**src/source/rvPkg.sv**
```systemverilog
`default_nettype none

package rvPkg;

  // data word, pc and instruction width
  typedef logic [31:0] wordT;

  // register index
  typedef logic [4:0] regAddrT;

  // addi x0, x0, 0 is the canonical bubble in decode
  localparam wordT kNop = 32'h0000_0013;

  // sequential fetch increment
  localparam wordT kPcStep = 32'd4;

  // major opcodes of the supported subset
  typedef enum logic [6:0] {
    load   = 7'b0000011,
    store  = 7'b0100011,
    rType  = 7'b0110011,
    iType  = 7'b0010011,
    branch = 7'b1100011,
    jal    = 7'b1101111
  } opcodeT;

  // bit 0 set means the adder subtracts, slt relies on that
  typedef enum logic [2:0] {
    aluAdd = 3'b000,
    aluSub = 3'b001,
    aluAnd = 3'b010,
    aluOr  = 3'b011,
    aluSlt = 3'b101
  } aluCtrlT;

  typedef enum logic [1:0] {
    immI = 2'b00,
    immS = 2'b01,
    immB = 2'b10,
    immJ = 2'b11
  } immSrcT;

  // writeback source
  typedef enum logic [1:0] {
    resAlu     = 2'b00,
    resMem     = 2'b01,
    resPcPlus4 = 2'b10
  } resultSrcT;

  // operand source in execute
  typedef enum logic [1:0] {
    fwdNone  = 2'b00,
    fwdFromW = 2'b01,
    fwdFromM = 2'b10
  } fwdSelT;

  // decoded control, all zero is a bubble
  typedef struct packed {
    logic      regWrite;
    resultSrcT resultSrc;
    logic      memWrite;
    logic      branch;
    logic      jump;
    logic      aluSrc;
    aluCtrlT   aluCtrl;
  } ctrlT;

  // data port request from the memory stage
  typedef struct packed {
    wordT addr;
    wordT wData;
    logic write;
  } memReqT;

endpackage

`default_nettype wire
```
**src/source/riscvPipeline.sv**
```systemverilog
`timescale 1ns/1ps
`default_nettype none

module riscvPipeline (
  input  logic          clk,
  input  logic          reset,
  output rvPkg::wordT   pcF,
  input  rvPkg::wordT   instrF,
  output rvPkg::memReqT dataReq,
  input  rvPkg::wordT   readData
);

  // fetch to decode
  typedef struct packed {
    rvPkg::wordT instr;
    rvPkg::wordT pc;
    rvPkg::wordT pcPlus4;
  } decodeRegT;

  // decode to execute, full control word
  typedef struct packed {
    rvPkg::ctrlT    ctrl;
    rvPkg::wordT    rd1;
    rvPkg::wordT    rd2;
    rvPkg::wordT    imm;
    rvPkg::wordT    pc;
    rvPkg::wordT    pcPlus4;
    rvPkg::regAddrT rs1;
    rvPkg::regAddrT rs2;
    rvPkg::regAddrT rd;
  } executeRegT;

  // branch and alu fields are gone after execute
  typedef struct packed {
    logic             regWrite;
    rvPkg::resultSrcT resultSrc;
    logic             memWrite;
    rvPkg::wordT      aluResult;
    rvPkg::wordT      writeData;
    rvPkg::wordT      pcPlus4;
    rvPkg::regAddrT   rd;
  } memoryRegT;

  typedef struct packed {
    logic             regWrite;
    rvPkg::resultSrcT resultSrc;
    rvPkg::wordT      aluResult;
    rvPkg::wordT      readData;
    rvPkg::wordT      pcPlus4;
    rvPkg::regAddrT   rd;
  } writebackRegT;

  decodeRegT      decodeQ, decodeNext, decodeBubble;
  executeRegT     executeQ;
  memoryRegT      memoryQ;
  writebackRegT   writebackQ;
  rvPkg::wordT    pcPlus4F, pcNextF;
  rvPkg::ctrlT    ctrlD;
  rvPkg::immSrcT  immSrcD;
  rvPkg::wordT    immD, rd1D, rd2D;
  rvPkg::regAddrT rs1D, rs2D, rdD;
  rvPkg::fwdSelT  fwdA, fwdB;
  rvPkg::wordT    srcAE, writeDataE, srcBE, aluResultE, targetE;
  logic           zeroE, pcSrcE, loadE;
  rvPkg::wordT    resultM, resultW;
  logic           stallF, stallD, flushD, flushE;

  // fetch
  assign pcPlus4F = pcF + rvPkg::kPcStep;
  assign pcNextF  = pcSrcE ? targetE : pcPlus4F;

  always_ff @(posedge clk, posedge reset)
    if (reset)
      pcF <= '0;
    else if (!stallF)
      pcF <= pcNextF;

  assign decodeNext   = '{instr: instrF, pc: pcF, pcPlus4: pcPlus4F};
  assign decodeBubble = '{instr: rvPkg::kNop, pc: '0, pcPlus4: '0};

  // flush wins over stall
  always_ff @(posedge clk, posedge reset)
    if (reset)
      decodeQ <= decodeBubble;
    else if (flushD)
      decodeQ <= decodeBubble;
    else if (!stallD)
      decodeQ <= decodeNext;

  // decode
  assign rs1D = decodeQ.instr[19:15];
  assign rs2D = decodeQ.instr[24:20];
  assign rdD  = decodeQ.instr[11:7];

  controlDecoder decoder (.instr(decodeQ.instr), .ctrl(ctrlD), .immSrc(immSrcD));

  immExtend extender (.instr(decodeQ.instr), .immSrc(immSrcD), .imm(immD));

  regFile registers (
    .clk       (clk),
    .writeEn   (writebackQ.regWrite),
    .readAddr1 (rs1D),
    .readAddr2 (rs2D),
    .writeAddr (writebackQ.rd),
    .writeData (resultW),
    .readData1 (rd1D),
    .readData2 (rd2D)
  );

  // a cleared execute register is a bubble
  always_ff @(posedge clk, posedge reset)
    if (reset)
      executeQ <= '0;
    else if (flushE)
      executeQ <= '0;
    else
      executeQ <= '{ctrl: ctrlD, rd1: rd1D, rd2: rd2D, imm: immD, pc: decodeQ.pc,
                    pcPlus4: decodeQ.pcPlus4, rs1: rs1D, rs2: rs2D, rd: rdD};

  // execute operand select after forwarding
  function automatic rvPkg::wordT forwardPick(input rvPkg::fwdSelT sel,
                                              input rvPkg::wordT fromReg);
    case (sel)
      rvPkg::fwdFromM: return resultM;
      rvPkg::fwdFromW: return resultW;
      default:         return fromReg;
    endcase
  endfunction

  always_comb
  begin
    srcAE      = forwardPick(fwdA, executeQ.rd1);
    writeDataE = forwardPick(fwdB, executeQ.rd2);
  end

  assign srcBE = executeQ.ctrl.aluSrc ? executeQ.imm : writeDataE;

  alu alu (.a(srcAE), .b(srcBE), .aluCtrl(executeQ.ctrl.aluCtrl),
           .result(aluResultE), .zero(zeroE));

  // beq and jal share the pc-relative target
  assign targetE = executeQ.pc + executeQ.imm;
  assign pcSrcE  = (executeQ.ctrl.branch & zeroE) | executeQ.ctrl.jump;
  assign loadE   = (executeQ.ctrl.resultSrc == rvPkg::resMem);

  hazardUnit hazards (
    .rs1D      (rs1D),
    .rs2D      (rs2D),
    .rs1E      (executeQ.rs1),
    .rs2E      (executeQ.rs2),
    .rdE       (executeQ.rd),
    .rdM       (memoryQ.rd),
    .rdW       (writebackQ.rd),
    .regWriteM (memoryQ.regWrite),
    .regWriteW (writebackQ.regWrite),
    .loadE     (loadE),
    .pcSrcE    (pcSrcE),
    .fwdA      (fwdA),
    .fwdB      (fwdB),
    .stallF    (stallF),
    .stallD    (stallD),
    .flushD    (flushD),
    .flushE    (flushE)
  );

  // memory
  always_ff @(posedge clk, posedge reset)
    if (reset)
      memoryQ <= '0;
    else
      memoryQ <= '{regWrite: executeQ.ctrl.regWrite, resultSrc: executeQ.ctrl.resultSrc,
                   memWrite: executeQ.ctrl.memWrite, aluResult: aluResultE,
                   writeData: writeDataE, pcPlus4: executeQ.pcPlus4, rd: executeQ.rd};

  assign dataReq = '{addr: memoryQ.aluResult, wData: memoryQ.writeData,
                     write: memoryQ.memWrite};

  // value a jal in memory would forward is its link, not the alu output
  assign resultM = (memoryQ.resultSrc == rvPkg::resPcPlus4) ? memoryQ.pcPlus4
                                                            : memoryQ.aluResult;

  // writeback
  always_ff @(posedge clk, posedge reset)
    if (reset)
      writebackQ <= '0;
    else
      writebackQ <= '{regWrite: memoryQ.regWrite, resultSrc: memoryQ.resultSrc,
                      aluResult: memoryQ.aluResult, readData: readData,
                      pcPlus4: memoryQ.pcPlus4, rd: memoryQ.rd};

  always_comb
  begin
    case (writebackQ.resultSrc)
      rvPkg::resMem:     resultW = writebackQ.readData;
      rvPkg::resPcPlus4: resultW = writebackQ.pcPlus4;
      default:           resultW = writebackQ.aluResult;
    endcase
  end

endmodule

`default_nettype wire

```
**src/source/hazardUnit.sv**
```systemverilog
`timescale 1ns/1ps
`default_nettype none

module hazardUnit (
  input  rvPkg::regAddrT rs1D,
  input  rvPkg::regAddrT rs2D,
  input  rvPkg::regAddrT rs1E,
  input  rvPkg::regAddrT rs2E,
  input  rvPkg::regAddrT rdE,
  input  rvPkg::regAddrT rdM,
  input  rvPkg::regAddrT rdW,
  input  logic           regWriteM,
  input  logic           regWriteW,
  input  logic           loadE,
  input  logic           pcSrcE,
  output rvPkg::fwdSelT  fwdA,
  output rvPkg::fwdSelT  fwdB,
  output logic           stallF,
  output logic           stallD,
  output logic           flushD,
  output logic           flushE
);

  logic loadStall;

  // youngest producer wins, x0 never forwards
  function automatic rvPkg::fwdSelT pickSource(input rvPkg::regAddrT src);
    if (src == '0)
      return rvPkg::fwdNone;
    else if (regWriteM && src == rdM)
      return rvPkg::fwdFromM;
    else if (regWriteW && src == rdW)
      return rvPkg::fwdFromW;
    else
      return rvPkg::fwdNone;
  endfunction

  always_comb
  begin
    fwdA = pickSource(rs1E);
    fwdB = pickSource(rs2E);
  end

  // load data only exists in memory, so a direct consumer waits a cycle
  assign loadStall = loadE && rdE != '0 && (rdE == rs1D || rdE == rs2D);

  assign stallF = loadStall;
  assign stallD = loadStall;
  // taken branch or jump kills the two younger instructions
  assign flushD = pcSrcE;
  assign flushE = pcSrcE | loadStall;

endmodule

`default_nettype wire

```
**src/source/alu.sv**
```systemverilog
`timescale 1ns/1ps
`default_nettype none

module alu (
  input  rvPkg::wordT    a,
  input  rvPkg::wordT    b,
  input  rvPkg::aluCtrlT aluCtrl,
  output rvPkg::wordT    result,
  output logic           zero
);

  rvPkg::wordT bMaybeInv;
  rvPkg::wordT sum;
  logic        subtract;
  logic        overflow;

  // sub and slt share the adder with b inverted plus carry in
  assign subtract  = aluCtrl[0];
  assign bMaybeInv = subtract ? ~b : b;
  assign sum       = a + bMaybeInv + rvPkg::wordT'(subtract);

  // signed overflow of a +/- b
  assign overflow = ~(subtract ^ a[31] ^ b[31]) & (a[31] ^ sum[31]);

  always_comb
  begin
    case (aluCtrl)
      rvPkg::aluAdd: result = sum;
      rvPkg::aluSub: result = sum;
      rvPkg::aluAnd: result = a & b;
      rvPkg::aluOr:  result = a | b;
      // true sign of a - b
      rvPkg::aluSlt: result = {31'b0, sum[31] ^ overflow};
      default:       result = sum;
    endcase
  end

  assign zero = (result == '0);

endmodule

`default_nettype wire

```
**src/source/regFile.sv**
```systemverilog
`timescale 1ns/1ps
`default_nettype none

module regFile (
  input  logic           clk,
  input  logic           writeEn,
  input  rvPkg::regAddrT readAddr1,
  input  rvPkg::regAddrT readAddr2,
  input  rvPkg::regAddrT writeAddr,
  input  rvPkg::wordT    writeData,
  output rvPkg::wordT    readData1,
  output rvPkg::wordT    readData2
);

  // x0 has no storage
  rvPkg::wordT regs [31:1];

  always_ff @(posedge clk)
    if (writeEn && writeAddr != '0)
      regs[writeAddr] <= writeData;

  // write-through so decode sees the value writeback commits this cycle
  function automatic rvPkg::wordT readPort(input rvPkg::regAddrT addr);
    if (addr == '0)
      return '0;
    else if (writeEn && addr == writeAddr)
      return writeData;
    else
      return regs[addr];
  endfunction

  always_comb
  begin
    readData1 = readPort(readAddr1);
    readData2 = readPort(readAddr2);
  end

endmodule

`default_nettype wire

```
**src/source/immExtend.sv**
```systemverilog
`timescale 1ns/1ps
`default_nettype none

module immExtend (
  input  rvPkg::wordT   instr,
  input  rvPkg::immSrcT immSrc,
  output rvPkg::wordT   imm
);

  always_comb
  begin
    case (immSrc)
      // lw and alu immediates
      rvPkg::immI: imm = {{20{instr[31]}}, instr[31:20]};
      // store offset split around rs2
      rvPkg::immS: imm = {{20{instr[31]}}, instr[31:25], instr[11:7]};
      // branch offset in halfwords
      rvPkg::immB: imm = {{20{instr[31]}}, instr[7], instr[30:25],
                          instr[11:8], 1'b0};
      // jal offset, 21 bits after the zero lsb
      rvPkg::immJ: imm = {{12{instr[31]}}, instr[19:12], instr[20],
                          instr[30:21], 1'b0};
      default:     imm = '0;
    endcase
  end

endmodule

`default_nettype wire

```
**src/source/controlDecoder.sv**
```systemverilog
`timescale 1ns/1ps
`default_nettype none

module controlDecoder (
  input  rvPkg::wordT   instr,
  output rvPkg::ctrlT   ctrl,
  output rvPkg::immSrcT immSrc
);

  rvPkg::opcodeT op;
  logic [2:0]    funct3;
  logic          rTypeSub;
  logic          aluFromFunct;

  assign op     = rvPkg::opcodeT'(instr[6:0]);
  assign funct3 = instr[14:12];
  // funct7 bit 30 only means subtract for register-register ops
  assign rTypeSub = instr[30] & instr[5];

  always_comb
  begin
    // unknown opcodes fall through as bubbles
    ctrl         = '0;
    immSrc       = rvPkg::immI;
    aluFromFunct = 1'b0;
    case (op)
      rvPkg::load:
      begin
        ctrl.regWrite  = 1'b1;
        ctrl.aluSrc    = 1'b1;
        ctrl.resultSrc = rvPkg::resMem;
      end
      rvPkg::store:
      begin
        immSrc        = rvPkg::immS;
        ctrl.aluSrc   = 1'b1;
        ctrl.memWrite = 1'b1;
      end
      rvPkg::rType:
      begin
        ctrl.regWrite = 1'b1;
        aluFromFunct  = 1'b1;
      end
      rvPkg::iType:
      begin
        ctrl.regWrite = 1'b1;
        ctrl.aluSrc   = 1'b1;
        aluFromFunct  = 1'b1;
      end
      rvPkg::branch:
      begin
        immSrc      = rvPkg::immB;
        ctrl.branch = 1'b1;
      end
      rvPkg::jal:
      begin
        immSrc         = rvPkg::immJ;
        ctrl.regWrite  = 1'b1;
        ctrl.jump      = 1'b1;
        ctrl.resultSrc = rvPkg::resPcPlus4;
      end
      default: ;
    endcase

    // alu decode, beq compares by subtracting
    if (ctrl.branch)
      ctrl.aluCtrl = rvPkg::aluSub;
    else if (aluFromFunct)
      case (funct3)
        3'b000:  ctrl.aluCtrl = rTypeSub ? rvPkg::aluSub : rvPkg::aluAdd;
        3'b010:  ctrl.aluCtrl = rvPkg::aluSlt;
        3'b110:  ctrl.aluCtrl = rvPkg::aluOr;
        3'b111:  ctrl.aluCtrl = rvPkg::aluAnd;
        default: ctrl.aluCtrl = rvPkg::aluAdd;
      endcase
    else
      // address calc for lw and sw
      ctrl.aluCtrl = rvPkg::aluAdd;
  end

endmodule

`default_nettype wire

```
**config.mk**
```make
export PLATFORM = sky130hd
export DESIGN_NAME = riscvPipeline
export DESIGN_NICKNAME = d
export VERILOG_FILES = /design/src/source/rvPkg.sv /design/src/source/riscvPipeline.sv /design/src/source/hazardUnit.sv /design/src/source/alu.sv /design/src/source/regFile.sv /design/src/source/immExtend.sv /design/src/source/controlDecoder.sv
export SDC_FILE = /design/constraint.sdc
export NUM_CORES = 2
export LEC_CHECK = 0
export ABC_AREA = 1
export BUFFER_PORTS_ARGS = -buffer_cell sky130_fd_sc_hd__buf_2
export CAP_MARGIN = 30
export CORE_ASPECT_RATIO = 2
export CORE_MARGIN = 10
export CORE_UTILIZATION = 30
export DETAILED_ROUTE_END_ITERATION = 10
export PLACE_DENSITY = 0.57
export SYNTH_ARGS = -nofsm -noshare
export SYNTH_HDL_FRONTEND = slang
export SYNTH_SLANG_ARGS = --single-unit
```
**constraint.sdc**
```tcl
create_clock -name clk -period 16.3 [get_ports clk]
set_input_delay 1.63 -clock clk [delete_from_list [all_inputs] [get_ports clk]]
set_output_delay 1.63 -clock clk [all_outputs]
set_load 0.02 [all_outputs]
```
======== After elaboration in Yosys (flattened, before gate mapping) ========
Memory sizes are Yosys's and may differ from the RTL's.
Cells that the tools add are included.
cells by class
  add/subtract/negate cells ............... 4
  multipliers ............................. 0
  div/mod/pow operators ................... 0
  magnitude comparators ................... 0
  equality and inequality tests ........... 32
  shift operators ......................... 0
  muxes and demuxes ....................... 36
  bitwise logic cells ..................... 13
  reductions and logical operators ........ 22
operators with widths
  cell                                                  number
  two-way mux 32 bit                                    8
  two-way mux 96 bit                                    2
  one-hot mux 32 bit (2 select lines)                   3
  two-way mux 185 bit                                   1
  one-hot mux 32 bit (4 select lines)                   1
  one-hot mux 32 bit (3 select lines)                   1
  adder 32 bit                                          2
  equality test 5 bit                                   8
  adder 32 x 1 -> 32 bit                                1
  adder 32 x 3 -> 32 bit (second input constant)        1
  AND 32 bit                                            1
  zero test 32 bit                                      1
  inverter 32 bit                                       1
  OR 32 bit                                             1
  zero test 5 bit                                       4
  equality test 7 x 6 -> 1 bit (second input constant)  2
  equality test 7 bit (second input constant)           2
  equality test 2 bit (second input constant)           6
  one-hot mux 3 bit (4 select lines)                    1
  two-way mux 1 bit                                     11
  equality test 2 x 1 -> 1 bit (second input constant)  5
  nonzero test 5 bit                                    2
  equality test 3 x 2 -> 1 bit (second input constant)  3
  equality test 3 bit (second input constant)           3
  other kinds (18)                                      36
word-level totals
  register bits ........................... 522
  bits in latches ......................... 0
  RAM bits ................................ 992
  bits in read-only memories .............. 0
  input port bits ......................... 66
  memories kept ........................... 1
memories
  memory          depth  bits a word  rd ports  clocked after memory_dff  wr ports  line           text
  registers.regs  31     32           2         0                         1         regFile.sv:16  rvPkg::wordT regs [31:1];

======== Depth between registers and ports, before layout ========
  depth in word-level cells ............... 21
  mapped depth ............................ 43

======== By module ========
A second synthesis with hierarchy kept.
unflattened totals
  cell total of the unflattened synthesis .. 10123
  area total of the unflattened synthesis .. 80265.7 um^2
modules (own cells, without submodules)
  module          times used  cells each  area an instance (um^2)  seq. area each (um^2)
  regFile         1           6504        52858.2                  29788.6
  riscvPipeline   1           2549        22399.0                  12966.2
  alu             1           832         3862.5                   0.0
  hazardUnit      1           131         588.1                    0.0
  immExtend       1           61          309.0                    0.0
  controlDecoder  1           46          249.0                    0.0

======== Worst setup path before layout ========
No wires, ideal clock.
  path kind ............................... register to register
  from .................................... reg writebackQ[2] in the netlist's numbering
  to ...................................... reg pcF[8]
  data arrival time ....................... 5.105 ns
  data required time ...................... 16.183 ns
  setup slack ............................. 11.078 ns
  stages on the path, launching flop included .. 37
  path buffers ............................ 5
  period minus slack after synthesis ...... 5.222 ns
  cells stage by stage .................... dfrtp_1 clkbuf_1 clkinv_1 a221oi_1 nand4_1 inv_1 ha_1 buf_2 inv_2 buf_2 clkbuf_1 o21ai_0 o21ai_1 xor2_1 inv_1 ha_1 a21oi_1 o21ai_0 a21oi_1 nand2_1 nand2_1 nand2_1 a21boi_0 nand2_1 nand2_1 nor2_1 nor2_1 nand3_1 nor2_1 nand3_1 nor2_1 nand3_2 nand2_4 nand2_2 buf_6 nor2_1 nor2_1
between the ends
  cells in the longest elaborated chain, start to end .. 20
RTL lines
  item                                                                 line                  text
  start: declaration                                                   riscvPipeline.sv:56   writebackRegT writebackQ;
  start signal: assignment                                             riscvPipeline.sv:187  writebackQ <= '{regWrite: memoryQ.regWrite, resultSrc: memoryQ.resultSrc,
  equality test 5 bit                                                  hazardUnit.sv:32      else if (regWriteW && src == rdW)
  logical AND 1 bit                                                    hazardUnit.sv:32
  two-way mux 1 bit                                                    hazardUnit.sv:32
  two-way mux 2 bit                                                    hazardUnit.sv:30      else if (regWriteM && src == rdM)
  two-way mux 2 bit                                                    hazardUnit.sv:28      if (src == '0)
  equality test 2 x 1 -> 1 bit or equality test 2 bit (tied branches)  riscvPipeline.sv:123  case (sel)
  one-hot mux 32 bit (2 select lines)                                  riscvPipeline.sv:123
  two-way mux 32 bit                                                   riscvPipeline.sv:136  assign srcBE = executeQ.ctrl.aluSrc ? executeQ.imm : writeDataE;
  [... 4 more ...]                                                     -
  XOR 1 bit                                                            alu.sv:23             assign overflow = ~(subtract ^ a[31] ^ b[31]) & (a[31] ^ sum[31]);
  AND 1 bit                                                            alu.sv:23
  XOR 1 bit                                                            alu.sv:33             rvPkg::aluSlt: result = {31'b0, sum[31] ^ overflow};
  one-hot mux 32 bit (3 select lines) *                                alu.sv:27             case (aluCtrl)
  zero test 32 bit *                                                   alu.sv:38             assign zero = (result == '0);
  AND 1 bit *                                                          riscvPipeline.sv:143  assign pcSrcE = (executeQ.ctrl.branch & zeroE) | executeQ.ctrl.jump;
  OR 1 bit *                                                           riscvPipeline.sv:143
  two-way mux 32 bit *                                                 riscvPipeline.sv:70   assign pcNextF = pcSrcE ? targetE : pcPlus4F;
  end signal: assignment                                               riscvPipeline.sv:76   pcF <= pcNextF;
  end: declaration                                                     riscvPipeline.sv:7    output rvPkg::wordT pcF,
Mark *: on every way between the ends. The rest lies on a longest branch, timed or not.
A chain may end at the register's enable or synchronous reset.

======== Worst setup path in the final report ========
  from .................................... reg writebackQ[2] in the netlist's numbering
  to ...................................... reg executeQ[152] in the netlist's numbering
RTL lines
  item                                                                 line                  text
  equality test 5 bit                                                  hazardUnit.sv:32
  logical AND 1 bit                                                    hazardUnit.sv:32
  two-way mux 1 bit                                                    hazardUnit.sv:32
  two-way mux 2 bit                                                    hazardUnit.sv:30
  two-way mux 2 bit                                                    hazardUnit.sv:28
  equality test 2 x 1 -> 1 bit or equality test 2 bit (tied branches)  riscvPipeline.sv:123
  one-hot mux 32 bit (2 select lines)                                  riscvPipeline.sv:123
  two-way mux 32 bit                                                   riscvPipeline.sv:136
  [... 3 more ...]                                                     -
  adder 32 x 1 -> 32 bit                                               alu.sv:20             assign sum = a + bMaybeInv + rvPkg::wordT'(subtract);
  one-hot mux 32 bit (3 select lines) *                                alu.sv:27
  named net alu.result[18]                                             alu.sv:8              output rvPkg::wordT result,
  zero test 32 bit *                                                   alu.sv:38
  AND 1 bit *                                                          riscvPipeline.sv:143
  OR 1 bit *                                                           riscvPipeline.sv:143
  OR 1 bit *                                                           hazardUnit.sv:51      assign flushE = pcSrcE | loadStall;
  two-way mux 185 bit *                                                riscvPipeline.sv:114  else if (flushE)
  end signal: assignment                                               riscvPipeline.sv:117  executeQ <= '{ctrl: ctrlD, rd1: rd1D, rd2: rd2D, imm: immD, pc: decodeQ.pc,
  end: declaration                                                     riscvPipeline.sv:54   executeRegT executeQ;
Mark *: on every way through the listed nets, which the timed path passes. The rest lies on a longest branch.

==> results.md <==
- The run finished with clean final reports.
- Summed over all failing endpoints, the final setup total negative slack is 0 ns.
- STA classifies the critical path startpoint as a flip-flop.
- The fraction of the yosys area taken by sequential cells is 0.577.
- The starting DRC count in detailed routing is 7397.
- Routability-driven placement finished with a final weighted congestion of 0.970.
- The worst pin sits at a relative slew slack of 0.278.
- The via count of the first global-routing pass was 61.9k.
- The final core utilization is 0.335.
- The count of buffers from port buffering is 162.
- The synthesis warning total is 0.
- The per-cell routed wire length is 28.0 microns.
- Across the VDD grid, the largest voltage drop is 0.106 mV.
- The total clock sinks is 1498.
- The cell row count is 257.
- For the worst-skew pair, the clock arrives at the later sink with an insertion delay of 0.83 ns.
- STA classifies the critical path endpoint as a flip-flop.
- The count of different cell masters after synthesis is 58.
- The number of slew-limit violations in the final report was 0.
- The share of the clock period used by the worst path after layout is 0.611.
- The full die area is 267000 sq um.
- The measured slew at the worst slew-check pin is 1.08 ns.
- The end of the worst register-to-register path is executeQ[152]$_DFF_PP0_.
- The clock period minus worst slack is 9.96 ns.
- Using the TritonRoute via totals, the vias-per-cell ratio works out to 5.68.
- The clock tree from TritonCTS is yes.
- The setup skew after layout is 0.0442 ns.
- The floorplan die width is 370 microns.
- In this run, synthesis inferred 992 flip-flops with an integrated enable.
- The static leakage is 30.6 nW.
- The total count of hold-check failures in the final report is 0.
- The net count of the mapped netlist is 7985.
- Timing analysis after detailed placement gives a worst setup slack of 6.05 ns.
- Hold repair after CTS inserted 0 buffers.
- For this run the aggregate overflow at the end of global routing stands at 0.
- Measured in cells, the most critical reg-to-reg path has a length of 38.
- Clock-pin slew was measured on the worst setup and hold paths at 0.07 ns.
- The number of detailed-route iterations in the first pass is 9.
- The critical path required time is 16.97 ns.
- For this design, the slowest cell found on the critical path is o21ai_0.
- The total wirelength of the detailed-routed design is 308 mm.
- The initial utilization of the core area, before any placement, comes to 0.301.
- The critical path is of the flip-flop to flip-flop type.
- The largest total area in the synthesized netlist belongs to edfxtp_1.
- In this run the critical register-to-register path is launched from writebackQ[2]$_DFF_PP0_.
- In this run the register-to-register setup slack is 6.34 ns.
- Counting along the longest clock path gives a buffer depth of 4.
- The number of levels in the clock H-tree is 4.
- Setup violations remaining at the end of the flow were counted as 0.
- Of all nets on the critical path, the largest fanout is 82.
- The residual antenna-violating net count after detailed routing is 0.
- The most common flop cell mapped by yosys is edfxtp_1.
- The region available for standard cell placement spans 244000 sq um.
- In the global route stage, overall resource usage came out at 0.222.
- The count of pins on the block boundary is 163.
- After synthesis the cells add up to 73600 sq um.
- The maximum number of pins on one net before global-route repair is 164.
- In this run, synthesis produced a sequential element count of 1498.
- Relative to the synthesized area, the layout overhead comes to 11.4%.
- The share of layout cells above drive strength 1 is 0.0810.
- The buffer count from post-CTS setup fixing is 0.
- Yosys attributes the largest share of cell area to edfxtp_1 (40%), dfrtp_1 (17%), o21ai_0 (10%).
- The total via count in the routed design is 62.5k.
- Max-cap violations in this run came to 0.
- The worst hold-check path type is flip-flop to flip-flop.
- Final hold analysis gives a worst-case slack of 0.341 ns.
- The CTS buffer count is 141.
- After legalization and detailed placement, the total HPWL measured 199 mm.
- The tree is rooted in a clkbuf_16.
- The fraction of registers with async set/reset is 0.338.
- The height of the die is 720 microns.
- Setup repair after global routing left no endpoint under its margin.
- The cell count after synthesis came out at 7849.
- The critical path startpoint is writebackQ[2]$_DFF_PP0_.
- The number of antenna violations at the first check in global routing is 17.
- The highest clock frequency the design can meet is 100 MHz.
- The final layout contains 7796 nets.
- The endpoint arrival time on the critical path is 10.63 ns.
- After clock tree synthesis, the repair step resized 0 gates.
- The most numerous cell on the critical path is nand3_1.
- The maximum single-stage delay on the critical path is 0.83 ns.
- The top cell types in the final layout, fill and taps aside, are o21ai_0 (1533), edfxtp_1 (992), nor2_1 (825).
- After detailed routing, the number of remaining DRC violations is 0.
- Total power for the finished layout comes to 10.7 mW.
- The critical path ends at executeQ[152]$_DFF_PP0_.
- The wire length of the first global-routing pass is 436 mm.
- The synthesized area divided by synthesized cell count is 9.37 sq um.
- For this design the ratio of total power to cell area is 130 nW/um^2.
- The commonest non-fill, non-tap cell in the layout is o21ai_0.
- Once routing completed, OpenROAD measured the worst setup slack at 6.34 ns.
- The fraction of synthesized cell area taken by the top area cell type is 0.405.
==> through the flow <==
step	cells	instance area (sq um)
detailed placement	10747	77200
CTS	10985	81700
global placement	10736	77100
finish	11014	81900
global route	11010	81900
floorplan	7849	73600
==> synthesized netlist by cell type, types with 25 or more instances <==
library cell,instances
o21ai_0,1534
edfxtp_1,992
nor2_1,850
nand2_1,747
inv_1,639
a21oi_1,578
dfrtp_1,503
clkbuf_1,476
nand3_1,387
o211ai_1,144
o22ai_1,143
o221ai_1,121
buf_4,71
xor2_1,70
ha_1,68
nand4_1,59
nor3_1,56
o21ai_1,53
buf_1,49
buf_2,43
o2111ai_1,32
or2_2,25
==> final cells by class <==
cell class,count,area [sq um]
Antenna cell,22,55.1
Clock buffer,180,3890
Clock inverter,58,582
Fill cell,24777,162000
Inverter,658,2510
Multi-Input combinational cell,5048,26100
Sequential cell,1498,42500
Tap cell,3237,4050
Timing Repair Buffer,313,2240
==> logic make-up (layout without fill, tap and decap cells) <==
| kind of cell | after synthesis | count (layout) | synth area share |
|---|---|---|---|
| AOI/OAI and AO/OA | 2717 | 2717 | 0.205 |
| and+or+nand+nor | 2171 | 2171 | 0.124 |
| DFF | 1498 | 1498 | 0.577 |
| buffers and inverters | 1303 | 1209 | 0.0715 |
| xor gates and xnor gates | 80 | 80 | 0.00953 |
| adders and majority gates | 70 | 70 | 0.0121 |
| muxes | 10 | 10 | 0.00153 |
| other | 0 | 22 | 0 |
==> layer usage <==
| metal | vias to the layer above | part of all wire | track usage |
|---|---|---|---|
| li1 | 27278 | - | - |
| met1 | 30772 | 0.33 | 0.228 |
| met2 | 3422 | 0.50 | 0.387 |
| met3 | 1044 | 0.069 | 0.0302 |
| met4 | 10 | 0.10 | 0.204 |
| met5 | - | 0.00023 | 0 |
==> power by group <==
| part | switching (mW) | internal (mW) | total [mW] |
|---|---|---|---|
| clock network | 1.52 | 1.85 | 3.37 |
| registers | 0.316 | 4.73 | 5.04 |
| logic | 1.68 | 0.559 | 2.24 |
==> critical path: cells and delay by family, from the launching register on <==
family          cells  cell delay (ns)
simple gates       22             3.91
compound gates      4             1.72
flops               1             0.57
fa+ha+maj           2             0.50
buf+inv            10             2.82
==> sequential cells by signal, indices dropped and copies added, names as in the netlist <==
name            cells
registers.regs    992
executeQ          171
writebackQ        104
decodeQ            94
dataReq            65
memoryQ            40
pcF                32
==> worst min-delay path by stage <==
stage,startpoint,end,slack [ns],cells past startpoint
6_report,executeQ[25]$_DFF_PP0_,memoryQ[15]$_DFF_PP0_,0.34,0
5_1_grt,executeQ[25]$_DFF_PP0_,memoryQ[15]$_DFF_PP0_,0.35,0
4_1_cts,executeQ[25]$_DFF_PP0_,memoryQ[15]$_DFF_PP0_,0.34,0
3_5_place_dp,executeQ[34]$_DFF_PP0_,memoryQ[24]$_DFF_PP0_,0.34,0
3_3_place_gp,executeQ[17]$_DFF_PP0_,memoryQ[7]$_DFF_PP0_,0.33,0
2_1_floorplan,executeQ[181]$_DFF_PP0_,dataReq[0]$_DFF_PP0_,0.33,0
Power figures use the tool's default switching activity.
